**config.mk**
```make
export PLATFORM = sky130hd
export DESIGN_NAME = rdTranCtrl
export DESIGN_NICKNAME = d
export VERILOG_FILES = /design/src/source/dmaReqPkg.sv /design/src/source/axiRdPkg.sv /design/src/source/tranCmdIf.sv /design/src/source/rdTranCtrl.sv /design/src/source/rdStatusReport.sv /design/src/source/rdTranSequencer.sv /design/src/source/rdReqDecode.sv
export SDC_FILE = /design/constraint.sdc
export NUM_CORES = 1
export LEC_CHECK = 0
export BUFFER_PORTS_ARGS = -buffer_cell sky130_fd_sc_hd__buf_2
export CAP_MARGIN = 20
export CORE_ASPECT_RATIO = 0.75
export CORE_MARGIN = 3
export CORE_UTILIZATION = 34
export DETAILED_ROUTE_END_ITERATION = 10
export HOLD_SLACK_MARGIN = 0.1
export PLACE_DENSITY = 0.74
export REMOVE_ABC_BUFFERS = 1
export SETUP_SLACK_MARGIN = 0.02
export SLEW_MARGIN = 40
export SYNTH_ARGS = -nofsm -noshare
export SYNTH_HDL_FRONTEND = slang
export SYNTH_SLANG_ARGS = --single-unit
```
**constraint.sdc**
```tcl
create_clock -name clock -period 1.91 [get_ports clock]
set_input_delay 0 -clock clock [delete_from_list [all_inputs] [get_ports clock]]
set_output_delay 0 -clock clock [all_outputs]
set_load 0.005 [all_outputs]
```
**src/source/dmaReqPkg.sv**
```systemverilog
////////////////////////////////////////////////////////////
// Queue request and report kinds
////////////////////////////////////////////////////////////
`default_nettype none

package dmaReqPkg;

    // Byte count width used unless the top level overrides it
    localparam int DefTranSizeWidth = 23;

    // How a queue request is handled
    typedef enum logic [1:0] {
        reqNoOp,
        reqInternal,
        reqExtValid,
        reqExtCheck
    } reqClass_t;

    // Reports towards the error controller
    localparam int NumReportKinds = 4;
    typedef enum logic [1:0] {
        rptRdDone,
        rptRdError,
        rptExtNotValid,
        rptNoOp
    } reportKind_t;

endpackage

`default_nettype wire

```
**src/source/axiRdPkg.sv**
```systemverilog
////////////////////////////////////////////////////////////
// AXI read command definitions
////////////////////////////////////////////////////////////
`default_nettype none

package axiRdPkg;

    // Byte address of a read source
    localparam int AddrWidth = 32;
    typedef logic [AddrWidth-1:0] axiAddr_t;

    // Source operation, also the AXI transfer type
    typedef logic [1:0] axiTranType_t;
    localparam axiTranType_t TranTypeNoOp = 2'b00;

    // Data-width code
    typedef logic [2:0] axiDataWidth_t;

    // Beat limit per burst
    localparam int BeatsWidth = 8;
    typedef logic [BeatsWidth-1:0] axiBeats_t;

    // Beat limit by one-hot priority position, highest priority first
    localparam int NumPriBeats = 8;
    localparam axiBeats_t PriBeats [NumPriBeats] = '{
        8'd255, 8'd127, 8'd63, 8'd31, 8'd15, 8'd7, 8'd3, 8'd0
    };

endpackage

`default_nettype wire
```
**src/source/tranCmdIf.sv**
```systemverilog
////////////////////////////////////////////////////////////
// Decoded transfer command
////////////////////////////////////////////////////////////
`timescale 1ns/1ps
`default_nettype none

interface tranCmdIf #(
    parameter int TranSizeWidth = dmaReqPkg::DefTranSizeWidth
);

    dmaReqPkg::reqClass_t       reqClass;
    axiRdPkg::axiAddr_t         startAddr;
    axiRdPkg::axiTranType_t     tranType;
    axiRdPkg::axiDataWidth_t    dataWidth;
    logic [TranSizeWidth-1:0]   numBytes;
    axiRdPkg::axiBeats_t        maxBeats;

    modport decoder (
        output reqClass, startAddr, tranType, dataWidth, numBytes, maxBeats
    );

    modport sequencer (
        input reqClass, startAddr, tranType, dataWidth, numBytes, maxBeats
    );

endinterface

`default_nettype wire

```
**src/source/rdTranCtrl.sv**
```systemverilog
////////////////////////////////////////////////////////////
// DMA read transfer controller
////////////////////////////////////////////////////////////
`timescale 1ns/1ps
`default_nettype none

module rdTranCtrl #(
    parameter int NumPriLvls    = 8,
    parameter int TranSizeWidth = dmaReqPkg::DefTranSizeWidth
) (
    input  logic                        clock,
    input  logic                        resetn,
    // Transfer queue
    input  logic                        reqInQueue,
    input  logic [NumPriLvls-1:0]       priLvl,
    input  logic                        extDscrptr,
    input  axiRdPkg::axiAddr_t          extDscrptrAddr,
    input  axiRdPkg::axiTranType_t      srcOp,
    input  axiRdPkg::axiDataWidth_t     srcDataWidth,
    input  axiRdPkg::axiAddr_t          srcAddr,
    input  logic [TranSizeWidth-1:0]    numOfBytes,
    input  logic                        dataValidExtDscrptr,
    output logic                        rdyToAck,
    // Descriptor fetch unit
    input  logic                        extRdyValid,
    input  logic                        extRdy,
    output logic                        extRdyCheck,
    output axiRdPkg::axiAddr_t          extDscrptrAddrFetch,
    // AXI initiator
    input  logic                        rdTranDone,
    input  logic                        rdTranError,
    input  logic                        numOfBytesInRdValid,
    output logic                        strtAXIRdTran,
    output logic [TranSizeWidth-1:0]    srcNumOfBytes,
    output axiRdPkg::axiTranType_t      srcAXITranType,
    output axiRdPkg::axiDataWidth_t     srcAXIDataWidth,
    output axiRdPkg::axiAddr_t          srcStrtAddr,
    output axiRdPkg::axiBeats_t         srcMaxAXINumBeats,
    // Error controller
    input  logic                        rdDoneAck,
    input  logic                        rdErrorAck,
    input  logic                        extDataValidNSetAck,
    input  logic                        noOpSrcAck,
    output logic                        rdDone,
    output logic                        rdError,
    output logic                        extDataValidNSet,
    output logic                        noOpSrc
);

    logic                   post;
    dmaReqPkg::reportKind_t kind;
    logic                   busy;

    tranCmdIf #(.TranSizeWidth(TranSizeWidth)) cmdIf ();

    rdReqDecode #(
        .NumPriLvls         (NumPriLvls),
        .TranSizeWidth      (TranSizeWidth)
    ) decode_i (
        .srcOp              (srcOp),
        .extDscrptr         (extDscrptr),
        .dataValidExtDscrptr(dataValidExtDscrptr),
        .priLvl             (priLvl),
        .srcAddr            (srcAddr),
        .srcDataWidth       (srcDataWidth),
        .numOfBytes         (numOfBytes),
        .cmd                (cmdIf.decoder)
    );

    rdTranSequencer #(
        .TranSizeWidth      (TranSizeWidth)
    ) sequencer_i (
        .clock              (clock),
        .resetn             (resetn),
        .reqInQueue         (reqInQueue),
        .cmd                (cmdIf.sequencer),
        .extDscrptrAddr     (extDscrptrAddr),
        .extRdyValid        (extRdyValid),
        .extRdy             (extRdy),
        .numOfBytesInRdValid(numOfBytesInRdValid),
        .rdTranDone         (rdTranDone),
        .rdTranError        (rdTranError),
        .extRdyCheck        (extRdyCheck),
        .extDscrptrAddrFetch(extDscrptrAddrFetch),
        .strtAXIRdTran      (strtAXIRdTran),
        .srcNumOfBytes      (srcNumOfBytes),
        .srcAXITranType     (srcAXITranType),
        .srcAXIDataWidth    (srcAXIDataWidth),
        .srcStrtAddr        (srcStrtAddr),
        .srcMaxAXINumBeats  (srcMaxAXINumBeats),
        .rdyToAck           (rdyToAck),
        .post               (post),
        .kind               (kind),
        .busy               (busy)
    );

    rdStatusReport report_i (
        .clock              (clock),
        .resetn             (resetn),
        .post               (post),
        .kind               (kind),
        .rdDoneAck          (rdDoneAck),
        .rdErrorAck         (rdErrorAck),
        .extDataValidNSetAck(extDataValidNSetAck),
        .noOpSrcAck         (noOpSrcAck),
        .rdDone             (rdDone),
        .rdError            (rdError),
        .extDataValidNSet   (extDataValidNSet),
        .noOpSrc            (noOpSrc),
        .busy               (busy)
    );

endmodule

`default_nettype wire

```
**src/source/rdStatusReport.sv**
```systemverilog
////////////////////////////////////////////////////////////
// Read status reporter
////////////////////////////////////////////////////////////
`timescale 1ns/1ps
`default_nettype none

module rdStatusReport (
    input  logic                    clock,
    input  logic                    resetn,
    input  logic                    post,
    input  dmaReqPkg::reportKind_t  kind,
    input  logic                    rdDoneAck,
    input  logic                    rdErrorAck,
    input  logic                    extDataValidNSetAck,
    input  logic                    noOpSrcAck,
    output logic                    rdDone,
    output logic                    rdError,
    output logic                    extDataValidNSet,
    output logic                    noOpSrc,
    output logic                    busy
);

    // One flag per report kind, indexed by the kind encoding
    logic [dmaReqPkg::NumReportKinds-1:0] flags;
    logic [dmaReqPkg::NumReportKinds-1:0] acks;

    assign acks = {noOpSrcAck, extDataValidNSetAck, rdErrorAck, rdDoneAck};

    always_ff @(posedge clock or negedge resetn)
    begin
        if (!resetn)
            flags <= '0;
        else
        begin
            for (int k = 0; k < dmaReqPkg::NumReportKinds; k++)
            begin
                if (post && (int'(kind) == k))
                    flags[k] <= 1'b1;
                else if (acks[k])
                    flags[k] <= 1'b0;
            end
        end
    end

    assign rdDone           = flags[dmaReqPkg::rptRdDone];
    assign rdError          = flags[dmaReqPkg::rptRdError];
    assign extDataValidNSet = flags[dmaReqPkg::rptExtNotValid];
    assign noOpSrc          = flags[dmaReqPkg::rptNoOp];

    // Sequencer holds off the next request while set
    assign busy = |flags;

endmodule

`default_nettype wire

```
**src/source/rdTranSequencer.sv**
```systemverilog
////////////////////////////////////////////////////////////
// Read transfer sequencer
////////////////////////////////////////////////////////////
`timescale 1ns/1ps
`default_nettype none

module rdTranSequencer #(
    parameter int TranSizeWidth = dmaReqPkg::DefTranSizeWidth
) (
    input  logic                        clock,
    input  logic                        resetn,
    input  logic                        reqInQueue,
    tranCmdIf.sequencer                 cmd,
    input  axiRdPkg::axiAddr_t          extDscrptrAddr,
    input  logic                        extRdyValid,
    input  logic                        extRdy,
    input  logic                        numOfBytesInRdValid,
    input  logic                        rdTranDone,
    input  logic                        rdTranError,
    output logic                        extRdyCheck,
    output axiRdPkg::axiAddr_t          extDscrptrAddrFetch,
    output logic                        strtAXIRdTran,
    output logic [TranSizeWidth-1:0]    srcNumOfBytes,
    output axiRdPkg::axiTranType_t      srcAXITranType,
    output axiRdPkg::axiDataWidth_t     srcAXIDataWidth,
    output axiRdPkg::axiAddr_t          srcStrtAddr,
    output axiRdPkg::axiBeats_t         srcMaxAXINumBeats,
    output logic                        rdyToAck,
    output logic                        post,
    output dmaReqPkg::reportKind_t      kind,
    input  logic                        busy
);

    typedef enum logic [2:0] {
        idle,
        readyCheck,
        waitBytes,
        waitDone,
        waitReport
    } state_t;

    state_t state;
    state_t nextState;
    logic   launch;
    logic   checkReq;
    logic   ackReq;

    ////////////////////////////////////////////////////////////
    // Next state and decisions
    ////////////////////////////////////////////////////////////
    always_comb
    begin
        nextState = state;
        launch    = 1'b0;
        checkReq  = 1'b0;
        ackReq    = 1'b0;
        post      = 1'b0;
        kind      = dmaReqPkg::rptNoOp;
        case (state)
            idle:
            begin
                if (reqInQueue)
                begin
                    case (cmd.reqClass)
                        dmaReqPkg::reqNoOp:
                        begin
                            ackReq    = 1'b1;
                            post      = 1'b1;
                            nextState = waitReport;
                        end
                        dmaReqPkg::reqExtCheck:
                        begin
                            checkReq  = 1'b1;
                            nextState = readyCheck;
                        end
                        default:
                        begin
                            launch    = 1'b1;
                            nextState = waitBytes;
                        end
                    endcase
                end
            end
            readyCheck:
            begin
                if (!extRdyValid)
                    checkReq = 1'b1;
                else if (extRdy)
                begin
                    launch    = 1'b1;
                    nextState = waitBytes;
                end
                else
                begin
                    // Descriptor still not valid, drop the request
                    ackReq    = 1'b1;
                    post      = 1'b1;
                    kind      = dmaReqPkg::rptExtNotValid;
                    nextState = waitReport;
                end
            end
            waitBytes:
            begin
                if (numOfBytesInRdValid)
                begin
                    ackReq    = 1'b1;
                    nextState = waitDone;
                end
            end
            waitDone:
            begin
                // Done has priority over error
                if (rdTranDone || rdTranError)
                begin
                    post      = 1'b1;
                    kind      = rdTranDone ? dmaReqPkg::rptRdDone : dmaReqPkg::rptRdError;
                    nextState = waitReport;
                end
            end
            waitReport:
            begin
                if (!busy)
                    nextState = idle;
            end
            default:
                nextState = idle;
        endcase
    end

    ////////////////////////////////////////////////////////////
    // Registered outputs
    ////////////////////////////////////////////////////////////
    always_ff @(posedge clock or negedge resetn)
    begin
        if (!resetn)
        begin
            state               <= idle;
            extRdyCheck         <= 1'b0;
            extDscrptrAddrFetch <= '0;
            strtAXIRdTran       <= 1'b0;
            srcNumOfBytes       <= '0;
            srcAXITranType      <= '0;
            srcAXIDataWidth     <= '0;
            srcStrtAddr         <= '0;
            srcMaxAXINumBeats   <= '0;
            rdyToAck            <= 1'b0;
        end
        else
        begin
            state               <= nextState;
            extRdyCheck         <= checkReq;
            extDscrptrAddrFetch <= checkReq ? extDscrptrAddr : '0;
            rdyToAck            <= ackReq;
            // Command fields only carry data in the start cycle
            strtAXIRdTran       <= launch;
            srcNumOfBytes       <= launch ? cmd.numBytes : '0;
            srcAXITranType      <= launch ? cmd.tranType : '0;
            srcAXIDataWidth     <= launch ? cmd.dataWidth : '0;
            srcStrtAddr         <= launch ? cmd.startAddr : '0;
            srcMaxAXINumBeats   <= launch ? cmd.maxBeats : '0;
        end
    end

endmodule

`default_nettype wire

```
**src/source/rdReqDecode.sv**
```systemverilog
////////////////////////////////////////////////////////////
// Read request decoder
////////////////////////////////////////////////////////////
`timescale 1ns/1ps
`default_nettype none

module rdReqDecode #(
    parameter int NumPriLvls    = 8,
    parameter int TranSizeWidth = dmaReqPkg::DefTranSizeWidth
) (
    input  axiRdPkg::axiTranType_t      srcOp,
    input  logic                        extDscrptr,
    input  logic                        dataValidExtDscrptr,
    input  logic [NumPriLvls-1:0]       priLvl,
    input  axiRdPkg::axiAddr_t          srcAddr,
    input  axiRdPkg::axiDataWidth_t     srcDataWidth,
    input  logic [TranSizeWidth-1:0]    numOfBytes,
    tranCmdIf.decoder                   cmd
);

    localparam logic [NumPriLvls-1:0] PriOne = 1;

    // Request class
    always_comb
    begin
        if (srcOp == axiRdPkg::TranTypeNoOp)
            cmd.reqClass = dmaReqPkg::reqNoOp;
        else if (!extDscrptr)
            cmd.reqClass = dmaReqPkg::reqInternal;
        else if (dataValidExtDscrptr)
            cmd.reqClass = dmaReqPkg::reqExtValid;
        else
            cmd.reqClass = dmaReqPkg::reqExtCheck;
    end

    // Priority to beat limit, anything not one-hot gets the last entry
    always_comb
    begin
        cmd.maxBeats = axiRdPkg::PriBeats[axiRdPkg::NumPriBeats-1];
        for (int n = 0; n < NumPriLvls; n++)
        begin
            if (priLvl == (PriOne << n))
                cmd.maxBeats = axiRdPkg::PriBeats[n];
        end
    end

    assign cmd.startAddr = srcAddr;
    assign cmd.tranType  = srcOp;
    assign cmd.dataWidth = srcDataWidth;
    assign cmd.numBytes  = numOfBytes;

endmodule

`default_nettype wire

```
==> flow_summary.yaml <==
sta:
  grt_setup_unrepaired: "yes"
  max_clock_freq_ghz: 0.5424
  timing_max_transition_violations_final: 0
  layout_setup_ws_ns: 0.06632
  finalHoldViolations: 0
  worst-slew-pin-transition_ns: 0.6060
  setup_viol_count_final: 0
  timing.max_slew.rel_slack: 0.5960
  fin_skew_ns: 0.008223
  timing.final.crit_period_ns: 1.844
  final_min_period_over_clock_period: 0.9653
die:
  io_pins: 221
  die_w_microns: 128.4
  placementRows: 32
  initial_utilization: 0.3600
  die_h_microns: 97.80
  core_area_sq_mm: 0.01061
  die_area_sq_mm: 0.01256
synthesis:
  synth_edf_count: 0
  synth_simple_gate_area_frac: 0.2024
  synth_sequential_area_ratio: 0.7141
  ys_dominant_reg_cell: "dfrtp_1"
  netlist_instances: 284
  dominant_combinational_cell_family_by_area_after_synthesis: "simple AND/OR/NAND/NOR gates"
  post_synth_xor_area_fraction: 0.006878
  synth_fa_ha_area_frac: 0
  compound_gate_portion_of_the_synthesized_area: 0.04848
  synth_seq_cells: 109
  ys_warn_count: 0
  synth_area_per_cell_sq_um: 13.45
  synthMuxAreaShare: 0
  synthesis.area_sq_mm: 0.003820
  yosys.cell_types.count: 38
  async_sr_flop_fraction: 1.000
route:
  via_per_inst: 4.477
  dr_total_vias: 3438
  drc: 0
  detail-route-antenna-nets: 0
  wl_per_cell_microns: 15.75
  drtIter0Drc: 124
  routed_wirelength_mm: 12.09
  firstDrtPassIters: 4
layout:
  fin_nets: 742
  layout.cells.most_common: "buf_2"
  layoutNonFillerInstCount: 768
  footprint_of_the_flip_flops_and_latches_sq_mm: 0.002728
  most-common-layout-cells: "buf_2 (219), dlygate4sd3_1 (113), dfrtp_1 (109)"
  combined_area_of_the_multi_input_logic_cells_sq_mm: 0.001012
  synthToLayoutAreaGrowth_pct: 72.94
  layout-drive-gt1-share: 0.4019
  num-fill-cells: 793
  n_antenna_cell: 0
cts:
  worst_setup_hold_path_clk_slew_ns: 0.07
  clock_sink_count: 109
  cts-buffers-inserted: 9
  cts_tree: "built"
  clkLatencyLatePin_ns: 0.33
  max-clock-path-buffers: 2
  clk_root_buffer_cell: "clkbuf_16"
  cts.htree.levels: 3
global_routing:
  first_pass_grt_wire_length_mm: 18.85
  antenna_found_initial: 0
  globalRoute.busiestLayer: "met2"
  grt_util_met3: 0.05577
  gr-usage-met1: 0.2152
  groute.usage.overall: 0.1897
  global_route.overflow_total: 0
  use_met2: 0.3473
  largest_net_degree_at_the_start_of_global_routing: 49
  first_global_vias: 3779
worst_setup_path:
  r2r_start: "sequencer_i.state[0]"
  timing.critical_path.from_type: "register"
  rr_endpoint: "sequencer_i.srcMaxAXINumBeats[6]"
  r2r_setup_slack_ns: 0.07
  path_max_fanout: 5
  setup.worst_path.class: "register to register"
  ff2ff_path_depth: 5
  critical_path.endpoint_type: "register"
  cp_data_required_time_ns: 2.15
  worstPathArrival_ns: 2.08
min_path:
  hold_path_class: "primary input to register"
  whs_endpoint: "sequencer_i.state[0]"
  hold_path_depth: 4
  hold_start: "rdTranError"
pwr:
  totalPowerFinal_mw: 6.015
  vdd.ir_drop.worst_uv: 600.7
  leakagePower_nw: 3.573
  power_density_mw_per_mm2: 910.4
placement:
  detailedPlacementHpwl_mm: 7.898
  gp_congestion: 0.9025
  placement.setup.worst_slack_ns: 0.03146
  place.detailed.instances: 637
  port_buffers: 220
run_status:
  run_status: "complete, no violations"
job:
  max_capacitance_violation_total: 0
==> cells in the mapped netlist, types with 2 or more instances <==
cell type | n | area [sq um]
buf_2 | 3 | 15.01
dfrtp_1 | 109 | 2728
nor4_1 | 5 | 31.28
a21oi_1 | 3 | 15.01
nor2b_1 | 33 | 206.5
inv_1 | 9 | 33.78
nand2b_1 | 4 | 25.02
clkbuf_2 | 5 | 25.02
nor3_1 | 3 | 15.01
o21ai_0 | 10 | 50.05
nand2_1 | 5 | 18.77
buf_4 | 2 | 15.01
nor2_1 | 5 | 18.77
nand3b_1 | 3 | 22.52
clkbuf_1 | 2 | 7.510
xor2_1 | 2 | 17.52
and2_1 | 60 | 375.4
==> power breakdown <==
part | internal (mW) | leakage [nW] | switching, mW
logic | 0.860 | 1.96 | 0.749
registers | 2.63 | 1.50 | 0.109
clock network | 0.879 | 0.117 | 0.788
total | 4.37 | 3.57 | 1.65
==> area by class of cell <==
type	instances	area share
repair buffers	346	0.3625
clock inverters	5	0.005871
inverters	9	0.005114
flip-flops and latches	109	0.4129
clock buffers	10	0.03466
well taps	136	0.02576
multi-input cells	153	0.1532
==> cell families after synthesis <==
family,Yosys count
simple gates,124
compound gates,26
flops,109
buf+inv,22
xor+xnor,3
==> routing by layer <==
layer / wire length [microns] / vias to the layer above
met5: 0 / -
met2: 6321 / 152
met3: 965 / 17
met4: 186 / 0
li1: - / 1598
met1: 4620 / 1671
==> flip-flops by register name, indices dropped and copies added (netlist names) <==
| register | cells |
|---|---|
| report_i.flags | 4 |
| sequencer_i.extDscrptrAddrFetch | 32 |
| sequencer_i.extRdyCheck | 1 |
| sequencer_i.rdyToAck | 1 |
| sequencer_i.srcAXIDataWidth | 3 |
| sequencer_i.srcAXITranType | 2 |
| sequencer_i.srcMaxAXINumBeats | 7 |
| sequencer_i.srcNumOfBytes | 23 |
| sequencer_i.srcStrtAddr | 32 |
| sequencer_i.state | 3 |
| sequencer_i.strtAXIRdTran | 1 |
==> worst max-delay path by stage <==
stage,start,end,slack (ns),depth (start not counted)
final,sequencer_i.state[0],sequencer_i.srcMaxAXINumBeats[6],0.07,5
after global routing,sequencer_i.state[0],sequencer_i.srcNumOfBytes[15],0.006,5
after CTS,sequencer_i.state[1],sequencer_i.srcStrtAddr[3],0.01,4
after detailed placement,sequencer_i.state[1],sequencer_i.srcStrtAddr[3],0.03,4
after global placement,sequencer_i.state[1],sequencer_i.srcStrtAddr[7],0.09,4
after floorplan,sequencer_i.state[1],sequencer_i.srcMaxAXINumBeats[2],-1.09,4
==> per-stage QoR <==
stage	setup TNS, ns	hold slack, ns	area [sq um]	util
after floorplan	-57.93	-0.2956	3746	-
after global routing	0	0.1521	6606	0.6226
after detailed placement	0	0.05146	5144	0.4848
after global placement	0	0.03912	5144	0.4848
final	0	0.1157	6606	0.6226
after CTS	0	0.1040	6553	0.6176
==> worst max-delay path, cell delays in order, from the launching register on <==
cell and delay (ns):
dfrtp_1 0.40, or4b_4 0.57, o32ai_4 0.29, buf_4 0.18
nand2_2 0.06, nor4b_2 0.24
==> what timing repair did <==
| action | in CTS | in global routing |
|---|---|---|
| endpoints found under the setup margin | 1 | 59 |
| cloned | 0 | 1 |
| hold buffers | 114 | 0 |
| resized for setup | 0 | 5 |
| hold endpoints to repair | 151 | 0 |
| setup buffers | 0 | 2 |
| pin swaps | 0 | 2 |
Note: power is estimated with default switching activity, not from simulation.
